===== config.mk =====
export PLATFORM = sky130hd
export DESIGN_NAME = branchUnit
export DESIGN_NICKNAME = d
export VERILOG_FILES = /design/src/rtl/cpu_defines.svh /design/src/rtl/isaPkg.sv /design/src/rtl/branchUnit.sv
export SDC_FILE = /design/constraint.sdc
export NUM_CORES = 1
export LEC_CHECK = 0
export ABC_AREA = 1
export BUFFER_PORTS_ARGS = -buffer_cell sky130_fd_sc_hd__buf_2
export CAP_MARGIN = 20
export CORE_MARGIN = 5
export CORE_UTILIZATION = 35
export DETAILED_ROUTE_END_ITERATION = 8
export PLACE_DENSITY = 0.64
export SLEW_MARGIN = 15
export SYNTH_ARGS = -nofsm -noshare
export SYNTH_HDL_FRONTEND = slang
export SYNTH_SLANG_ARGS = --single-unit

===== constraint.sdc =====
create_clock -name vclk -period 2.4
set_clock_uncertainty 0.2 [all_clocks]
set_input_delay 0 -clock vclk [all_inputs]
set_output_delay 0 -clock vclk [all_outputs]
set_load 0.05 [all_outputs]

===== src/rtl/cpu_defines.svh =====
`ifndef CPU_DEFINES_SVH
`define CPU_DEFINES_SVH

////////////////////
// Opcodes
`define OP_RTYPE 6'b000000
`define OP_ORI   6'b001101
`define OP_ADDI  6'b001000
`define OP_ANDI  6'b001100
`define OP_LUI   6'b001111
`define OP_BEQ   6'b000100
`define OP_BNE   6'b000101
`define OP_J     6'b000010
`define OP_JAL   6'b000011

////////////////////
// R-type funct codes
`define FN_ADD   6'b100000
`define FN_SUB   6'b100010
`define FN_AND   6'b100100
`define FN_OR    6'b100101
`define FN_SLT   6'b101010
`define FN_SLTU  6'b101011
`define FN_JR    6'b001000
`define FN_MULT  6'b011000
`define FN_MULTU 6'b011001
`define FN_DIV   6'b011010
`define FN_DIVU  6'b011011
`define FN_MFHI  6'b010000
`define FN_MFLO  6'b010010
`define FN_MTHI  6'b010001
`define FN_MTLO  6'b010011

`define IN_CREDITS  4   // Issue queue depth
`define OUT_CREDITS 4   // Retire credits held after reset
`define MULT_CYCLES 5
`define DIV_CYCLES  10

`endif

===== src/rtl/isaPkg.sv =====
package isaPkg;

	typedef logic [31:0] wordT;
	typedef logic [31:0] addrT;
	typedef logic [4:0]  regIdxT;   // GPR index
	typedef logic [5:0]  opcodeT;
	typedef logic [5:0]  functT;

	typedef enum logic [2:0] {
		aluAdd,
		aluSub,
		aluAnd,
		aluOr,
		aluSlt,
		aluSltu,
		aluLui
	} aluOpE;

	// Ops that start or write the multiply/divide unit
	typedef enum logic [2:0] {
		mduNone,
		mduMult,
		mduMultu,
		mduDiv,
		mduDivu,
		mduMthi,
		mduMtlo
	} mduOpE;

	typedef enum logic [2:0] {
		npcSeq,
		npcBeq,
		npcBne,
		npcJump,
		npcJr
	} npcOpE;

	typedef enum logic [1:0] {
		resAlu,
		resHi,
		resLo,
		resLink   // jal return address
	} resSelE;

endpackage


===== src/rtl/branchUnit.sv =====
module branchUnit (
	input  isaPkg::npcOpE op,
	input  isaPkg::addrT  pc,
	input  isaPkg::wordT  instr,
	input  isaPkg::wordT  rsVal,
	input  isaPkg::wordT  rtVal,
	output isaPkg::addrT  nextPc,
	output isaPkg::addrT  link
);
	import isaPkg::*;

	addrT pcPlus4;
	addrT brTarget;
	logic eq;

	assign pcPlus4  = pc + 32'd4;
	assign brTarget = pcPlus4 + {{14{instr[15]}}, instr[15:0], 2'b00};
	assign eq       = (rsVal == rtVal);
	assign link     = pc + 32'd8;   // Past the delay slot

	always_comb begin
		case (op)
			npcBeq:  nextPc = eq ? brTarget : pcPlus4;
			npcBne:  nextPc = eq ? pcPlus4 : brTarget;
			npcJump: nextPc = {pcPlus4[31:28], instr[25:0], 2'b00};
			npcJr:   nextPc = rsVal;
			default: nextPc = pcPlus4;
		endcase
	end

endmodule


==> impl_metrics.env, run 1 <==
export IMPL_firstDrtPassIters=7
export IMPL_drt_iter0_drc=597
export IMPL_layout_min_cycle_time_ns=3.11
export IMPL_synth_commonest_cells="nand2_1 (368), inv_1 (168), nor2_1 (111)"
export IMPL_seq_power_share_pct=0
export IMPL_nClkBuffers=0
export IMPL_nNetsFinal=1596
export IMPL_ys_top_cells_by_area="nand2_1 (27%), inv_1 (12%), xor2_1 (8.7%), ha_1 (8.6%), nor2_1 (8.2%)"
export IMPL_peakVddDrop_uv=206
export IMPL_crit_type="in2out"
export IMPL_synth_top_cell_by_area="nand2_1"
export IMPL_leakagePower_nw=5.13
export IMPL_via_per_inst=5.06
export IMPL_grt_max_degree=22
export IMPL_seq_cell_count=0
export IMPL_totalWireLength_um=27300
export IMPL_chipWidth_um=131
export IMPL_switchingPower_mw=1.51
export IMPL_drc=0
export IMPL_seq_area_um2=0
export IMPL_finalCritPeriodShare_pct=130
export IMPL_fillers=1236
export IMPL_gp_congestion=0.965
export IMPL_postRouteAntennaNets=0
export IMPL_cp_arrival_ns=2.91
export IMPL_finalInstanceArea_mm2=0.00976
export IMPL_yosys_area_top_type_share_pct=27.0
export IMPL_die_area_mm2=0.0171
export IMPL_cp_data_required_time_ns=2.20
export IMPL_max_slew_margin_pct=64.5
export IMPL_postCtsHoldBufs=0
export IMPL_setup_viol=24
export IMPL_yosysMostFrequentCell="nand2_1"
export IMPL_wl_per_cell_um=16.9
export IMPL_num_rows=44
export IMPL_syn_num_nets=1182
export IMPL_fmax_mhz=321
export IMPL_whs_ns=0.103
export IMPL_die_y_um=131
export IMPL_clkPwrFrac_pct=0
export IMPL_avgSynthCellArea_um2=5.03
export IMPL_rsz0062_at_grt="true"
export IMPL_report_final_slew_viol_count=0
export IMPL_vias=8158
export IMPL_antenna_found_initial=1
export IMPL_grt_usage_pct=29.1
export IMPL_port_buffers=189
export IMPL_core_area_mm2=0.0144
export IMPL_synth_cells=1015
export IMPL_hp_class="in2out"
export IMPL_grt_ovfl_total=0
export IMPL_comb_power_share_pct=100.0
export IMPL_drive_above_1_share_pct=49.8
export IMPL_area_delta_synth_final_pct=91.2
export IMPL_syn_area_mm2=0.00511
export IMPL_ys_types=39
export IMPL_max_stage_delay_ns=0.32
export IMPL_hold_violations=0
export IMPL_maxCapViolations=0
export IMPL_final_util_pct=67.7
export IMPL_violations="setup timing"
export IMPL_switching_share_pct=58.7
export IMPL_status="complete, but fails checks"
export IMPL_grt_pass1_vias=7880
export IMPL_pre_cts_slack_ns=-0.839
export IMPL_start_util_pct=35.4
export IMPL_dp_hpwl_um=21600
export IMPL_cpMostUsedCell="nand2_1"
export IMPL_crit_path_start_kind="input pin"
export IMPL_powerDensity_mw_per_mm2=264
export IMPL_worst_slack_ns=-0.713
export IMPL_worst_path_max_delay_cell="ha_4"
export IMPL_synth_yosys_seq_area_share_pct=0
export IMPL_grt_first_pass_wirelength_um=39200
export IMPL_cp_max_fo=4
export IMPL_io_pins=195
export IMPL_multi_input_area_mm2=0.00575
export IMPL_yosysWarnings=0
export IMPL_worst_pin_slew_ns=0.532
export IMPL_placed_area_mm2=0.00814
export IMPL_num_antenna_cells=0
export IMPL_p_int_mw=1.06
export IMPL_endpoint_kind="primary output"
-- cells by family after synthesis --
group / Yosys count / synth area share [%]
buffers and inverters: 187 / 14.2
xor gates and xnor gates: 81 / 14.0
AOI/OAI and AO/OA: 80 / 9.31
and+or+nand+nor: 631 / 53.5
adders and majority gates: 36 / 8.97
-- power groups by stage --
stage          logic, mW  registers [mW]  clock network (mW)
3_3_place_gp        2.01               0                   0
2_1_floorplan       1.20               0                   0
5_1_grt             2.74               0                   0
3_5_place_dp        2.02               0                   0
4_1_cts             2.33               0                   0
6_report            2.58               0                   0
-- worst max-delay path: cells and delay by family --
family,cells,cell delay (ns)
buffers and inverters,10,0.84
and+or+nand+nor,16,1.61
adders and majority gates,2,0.45
-- layer usage --
metal	wire length, um	vias to the layer above	GRT usage [%]
met1	10900	3689	37.7
met2	12800	389	49.4
met3	1900	93	2.40
met4	1670	2	12.8
li1	-	3985	-
met5	13	-	0
-- final cells by class --
cell class / count / area share [%]
multi-input combinational: 828 / 58.9
timing repair buffer: 426 / 31.9
inverter: 173 / 6.84
tap: 184 / 2.36
-- timing repair --
action                                  4_1_cts  5_1_grt
buffers inserted                             24       16
endpoints found under the setup margin       27       26
pin swaps                                    90       74
resized for setup                           212      124
-- through the flow --
stage	setup TNS [ns]	std cells	total power [mW]
finish	-12.71	1611	2.58
global placement	-15.04	1573	2.01
CTS	-9.20	1596	2.33
detailed placement	-15.62	1573	2.02
floorplan	-2.80	1015	1.20
global route	-16.14	1611	2.74
-- layout by cell type, fill, tap and decap left out, types with 25 or more instances in the layout --
cell and n:
buf_2 152, buf_4 218, buf_6 38, inv_1 136, inv_2 31, nand2_1 285
nand2_2 66, nand2_4 25, nand3_1 39, nand4_1 29, nor2_1 80, xor2_1 44
-- worst paths after layout --
path   from         end  slack (ns)  cells past startpoint
min   pc[1]     link[1]        0.10                      2
max   pc[3]  nextPc[20]       -0.71                     28
No activity file was read; power rests on OpenSTA's default activity.
==> inputs of run 2 (changes only) <==
ABC_AREA = default   (was 1)
PLACE_DENSITY = 0.69   (was 0.64)
==> run 2 against run 1 <==
- the run still ends with setup timing left
- count of clock-buffer cells in the layout unchanged
- routed wire length fell by 25%
- core utilization rose by 10 points
- synthesized area is 29% lower
- global-route usage decreased by 0.64 points
- sequential share of layout area unchanged
- critical path depth is 9 lower
- worst hold slack gained 0.024 ns
- setup slack got worse by 0.31 ns
- combinational power down 12%
- critical endpoint is now nextPc[29]
==> impl_metrics.env, run 2 <==
export IMPL_hp_class="in2out"
export IMPL_mostFrequentLayoutCell="buf_4"
export IMPL_start_util_pct=35.5
export IMPL_avgSynthCellArea_um2=7.06
export IMPL_fillers=639
export IMPL_rsz0062_at_grt="true"
export IMPL_grt_pass1_vias=5918
export IMPL_area_delta_synth_final_pct=120
export IMPL_ys_types=66
export IMPL_worst_pin_slew_ns=0.462
export IMPL_cpMostUsedCell="buf_4"
export IMPL_max_slew_margin_pct=69.2
export IMPL_firstDrtPassIters=5
export IMPL_crit_chain="buf_8 -> and4_4 -> nand2_2 -> or2_4 -> nor2_2 -> xor2_2 -> ha_1 -> buf_4 -> nand4_1 -> o211ai_1 -> nand3_1 -> a21oi_2 -> o41ai_4 -> o21ai_2 -> buf_4 -> a21oi_2 -> xor2_1 -> o211ai_1 -> buf_4"
export IMPL_crit_path_start_kind="input pin"
export IMPL_die_y_um=112
export IMPL_violations="setup timing"
export IMPL_fmax_mhz=292
export IMPL_grt_max_degree=26
export IMPL_worst_path_max_delay_cell="or2_4"
export IMPL_syn_num_nets=682
export IMPL_nClkBuffers=0
export IMPL_core_area_mm2=0.0102
export IMPL_finalCritPeriodShare_pct=143
export IMPL_drc=0
export IMPL_postRouteAntennaNets=0
export IMPL_syn_area_mm2=0.00363
export IMPL_leakagePower_nw=3.82
export IMPL_drive_above_1_share_pct=63.9
export IMPL_worst_slack_ns=-1.02
export IMPL_cp_data_required_time_ns=2.20
export IMPL_synth_cells=515
export IMPL_min_from="pc[3]"
export IMPL_ys_top_cells_by_area="xnor2_1 (18%), ha_1 (12%), xor2_1 (7.2%), a222oi_1 (5.5%), nand2_1 (5.0%)"
export IMPL_mostFrequentLayoutCells="buf_4 (235), buf_2 (139), xnor2_1 (47), buf_6 (44), nand2_1 (39)"
export IMPL_powerDensity_mw_per_mm2=286
export IMPL_nNetsFinal=1091
export IMPL_synth_yosys_seq_area_share_pct=0
export IMPL_via_per_inst=5.65
export IMPL_setup_viol=27
export IMPL_totalWireLength_um=20400
export IMPL_cp_arrival_ns=3.22
export IMPL_endpoint_kind="primary output"
export IMPL_antenna_found_initial=0
export IMPL_cp_max_fo=4
export IMPL_report_final_slew_viol_count=0
export IMPL_drt_iter0_drc=550
export IMPL_yosysMostFrequentCell="xnor2_1"
export IMPL_synth_commonest_cells="xnor2_1 (76), nand2_1 (48), ha_1 (35), nor2_1 (35), a21oi_1 (32)"
export IMPL_seq_cell_count=0
export IMPL_die_area_mm2=0.0125
export IMPL_status="complete, but fails checks"
export IMPL_grt_usage_pct=28.5
export IMPL_hold_path_depth=3
export IMPL_vias=5975
export IMPL_seq_area_um2=0
export IMPL_io_pins=195
export IMPL_min_to="link[3]"
export IMPL_chipWidth_um=112
export IMPL_crit_type="in2out"
export IMPL_wl_per_cell_um=19.3
export IMPL_worst_path_buf_inv=4
export IMPL_num_rows=37
export IMPL_grt_first_pass_wirelength_um=29500
export IMPL_num_antenna_cells=0
export IMPL_max_stage_delay_ns=0.28
export IMPL_hold_violations=0
export IMPL_gp_congestion=0.978
export IMPL_yosys_area_top_type_share_pct=18.3
export IMPL_peakVddDrop_uv=180
export IMPL_cpLargestDelayFamily="simple AND/OR/NAND/NOR gates"
export IMPL_port_buffers=189
export IMPL_synth_top_cell_by_area="xnor2_1"
export IMPL_pre_cts_slack_ns=-1.20
export IMPL_final_util_pct=78.0
export IMPL_grt_ovfl_total=0
export IMPL_maxCapViolations=0
export IMPL_yosysWarnings=0
export IMPL_dp_hpwl_um=15000
export IMPL_layout_min_cycle_time_ns=3.42
run 2: cell count changes in the layout (fill, tap and decap cells not counted), sizes merged, moves of 8 or more:
cell    delta
xor2      -22
buf        +9
and3       +9
nand3     -39
xnor2     +48
nor2      -87
inv      -153
a21o      +12
nand4      -8
a222oi    +20
nand2    -332
run 2: per-layer routing:
layer | up-vias | GRT usage (%) | wire length [um]
met2 | 358 | 51.0 | 10100
met4 | 0 | 6.08 | 582
met1 | 2819 | 36.1 | 7870
met5 | - | 0 | 0
met3 | 50 | 4.18 | 1900
li1 | 2748 | - | -
run 2: area by class of cell:
cell class	count	area, um^2	area share, %
well taps	136	170	2.13
repair buffers	434	3210	40.2
multi-input cells	471	4540	56.9
inverters	17	66.3	0.831
run 2: worst max path at each step:
| stage | start | endpoint | slack [ns] | cells past startpoint |
|---|---|---|---|---|
| 6_report | pc[4] | nextPc[29] | -1.02 | 19 |
| 4_1_cts | pc[8] | nextPc[31] | -0.94 | 20 |
| 5_1_grt | pc[8] | nextPc[31] | -1.17 | 20 |
| 2_1_floorplan | pc[8] | nextPc[29] | -1.09 | 15 |
| 3_3_place_gp | pc[4] | nextPc[27] | -1.13 | 15 |
| 3_5_place_dp | pc[4] | nextPc[27] | -1.20 | 15 |
run 2: power by group:
part           internal [mW]  switching (mW)
Sequential                 0               0
Clock                      0               0
Combinational           1.05            1.24
run 2: cell families after synthesis:
kind of cell               after synthesis  synth area share [%]
AOI/OAI and AO/OA                      139                  27.3
muxes                                    7                  1.96
xor gates and xnor gates               107                  26.0
and+or+nand+nor                        182                  26.7
adders and majority gates               36                  12.6
buffers and inverters                   44                  5.51
run 2: what timing repair did:
item	4_1_cts	5_1_grt
setup endpoints to repair	30	31
pin swaps	74	52
resized for setup	164	89
cloned	1	0
setup buffers	17	14
hold buffers	0	0
run 2: per-stage QoR:
step | setup TNS (ns) | total power, mW | hold WS [ns] | area [um^2] | cells
3_5_place_dp | -20.19 | 1.82 | 0.125 | 6620 | 1034
3_3_place_gp | -18.93 | 1.79 | 0.124 | 6620 | 1034
6_report | -16.25 | 2.28 | 0.126 | 7980 | 1058
5_1_grt | -18.92 | 2.39 | 0.137 | 7980 | 1058
2_1_floorplan | -9.04 | 1.07 | -0.0329 | 3990 | 515
4_1_cts | -14.37 | 2.09 | 0.116 | 7520 | 1049
==> inputs of run 3 (changes only) <==
PLACE_DENSITY = default   (was 0.69)
PLACE_DENSITY_LB_ADDON = 0.08   (was default)
TNS_END_PERCENT = 1   (was default)
==> run 3 against run 2 <==
- the flow still finishes with violations (setup timing)
- final cell count down 1.3%
- global-route usage is 1.5 points lower
- cell area is 7.4% lower
- die area stayed put
- first-iteration DRC count shrank 24%
- critical endpoint is now nextPc[28]
- largest cell class unchanged
- largest power group unchanged
==> impl_metrics.env, run 3 (synthesis results as in run 2) <==
export IMPL_drive_above_1_share_pct=58.8
export IMPL_nClkBuffers=0
export IMPL_setup_viol=28
export IMPL_finalCritPeriodShare_pct=144
export IMPL_cp_arrival_ns=3.25
export IMPL_nNetsFinal=1077
export IMPL_worst_slack_ns=-1.05
export IMPL_fin_setup_tns_ns=-17.41
export IMPL_core_area_mm2=0.0102
export IMPL_crit_type="in2out"
export IMPL_finalInstanceArea_mm2=0.00739
export IMPL_firstDrtPassIters=7
export IMPL_io_pins=195
export IMPL_grt_ovfl_total=0
export IMPL_worst_pin_slew_ns=0.455
export IMPL_postRouteAntennaNets=0
export IMPL_port_buffers=189
export IMPL_pre_cts_slack_ns=-1.26
export IMPL_cp_data_required_time_ns=2.20
export IMPL_area_delta_synth_final_pct=103
export IMPL_endpoint_kind="primary output"
export IMPL_totalWireLength_um=18700
export IMPL_powerDensity_mw_per_mm2=272
export IMPL_hp_class="in2out"
export IMPL_gp_congestion=0.949
export IMPL_grt_pass1_vias=5675
export IMPL_violations="setup timing"
export IMPL_mostFrequentLayoutCell="buf_4"
export IMPL_start_util_pct=35.5
export IMPL_dp_hpwl_um=15100
export IMPL_peakVddDrop_uv=189
export IMPL_maxCapViolations=0
export IMPL_drc=0
export IMPL_fmax_mhz=290
export IMPL_leakagePower_nw=3.56
export IMPL_rsz0062_at_grt="true"
export IMPL_mostFrequentLayoutCells="buf_4 (222), buf_2 (152), xnor2_1 (60), nand2_1 (43), buf_6 (41)"
export IMPL_antenna_found_initial=1
export IMPL_crit_path_start_kind="input pin"
export IMPL_fillers=849
export IMPL_drt_iter0_drc=417
export IMPL_via_per_inst=5.35
export IMPL_cp_max_fo=4
export IMPL_wl_per_cell_um=17.9
export IMPL_num_rows=37
export IMPL_postCtsHoldBufs=0
export IMPL_layout_min_cycle_time_ns=3.45
export IMPL_max_slew_margin_pct=69.5
export IMPL_report_final_slew_viol_count=0
export IMPL_total_power_mw=2.01
export IMPL_grt_max_degree=26
export IMPL_seq_area_um2=0
export IMPL_die_area_mm2=0.0125
export IMPL_vias=5590
export IMPL_placed_area_mm2=0.00625
export IMPL_status="complete, but fails checks"
export IMPL_grt_usage_pct=26.9
export IMPL_hold_violations=0
export IMPL_num_antenna_cells=0
export IMPL_die_y_um=112
export IMPL_grt_first_pass_wirelength_um=28200
export IMPL_seq_cell_count=0
export IMPL_chipWidth_um=112
==> run 3: per-layer routing <==
layer	global-route usage, %	vias up	share of wire, %
met1	36.4	2637	44
met4	3.24	2	1.3
met5	0	-	0.048
met2	46.9	225	48
met3	3.59	18	6.9
li1	-	2708	-
==> run 3: stage by stage <==
stage | hold WS (ns) | util, % | cells
after floorplan | -0.0329 | - | 515
after global placement | 0.116 | 61.0 | 1018
after detailed placement | 0.119 | 61.0 | 1018
after CTS | 0.119 | 68.2 | 1034
after global routing | 0.124 | 72.2 | 1044
final | 0.119 | 72.2 | 1044
==> run 3: area by class of cell <==
type / instances / area, um^2 / share of cell area, %
Multi-Input combinational cell: 471 / 4180 / 56.6
Timing Repair Buffer: 420 / 2970 / 40.3
Tap cell: 136 / 170 / 2.30
Inverter: 17 / 63.8 / 0.864
==> run 3: path summary, 6_finish.rpt <==
kind	from	to	slack [ns]	depth (start not counted)
worst max-delay path	pc[3]	nextPc[28]	-1.05	19
worst min-delay path	pc[1]	link[1]	0.12	2
==> run 3: critical path, cell delays in order <==
cell and delay, ns:
buf_8 0.09, ha_4 0.15, and4_4 0.25, buf_12 0.11
nand3_4 0.08, xnor2_4 0.17, ha_4 0.29, buf_4 0.10
and2_4 0.15, nand4_1 0.12, a211oi_2 0.33, nor4_2 0.08
buf_4 0.14, o21a_2 0.22, o31ai_2 0.23, a21oi_1 0.11
xnor2_1 0.14, a221o_1 0.32, buf_6 0.16
==> run 3: power breakdown <==
part           internal (mW)  switching [mW]  leakage, nW
clock network              0               0            0
registers                  0               0            0
logic                  0.903            1.10         3.56
total                  0.903            1.10         3.56
==> run 3: timing repair <==
action / in CTS / in global routing
gates resized for setup: 143 / 57
pin swaps: 59 / 39
setup endpoints to repair: 30 / 30
setup buffers: 19 / 10
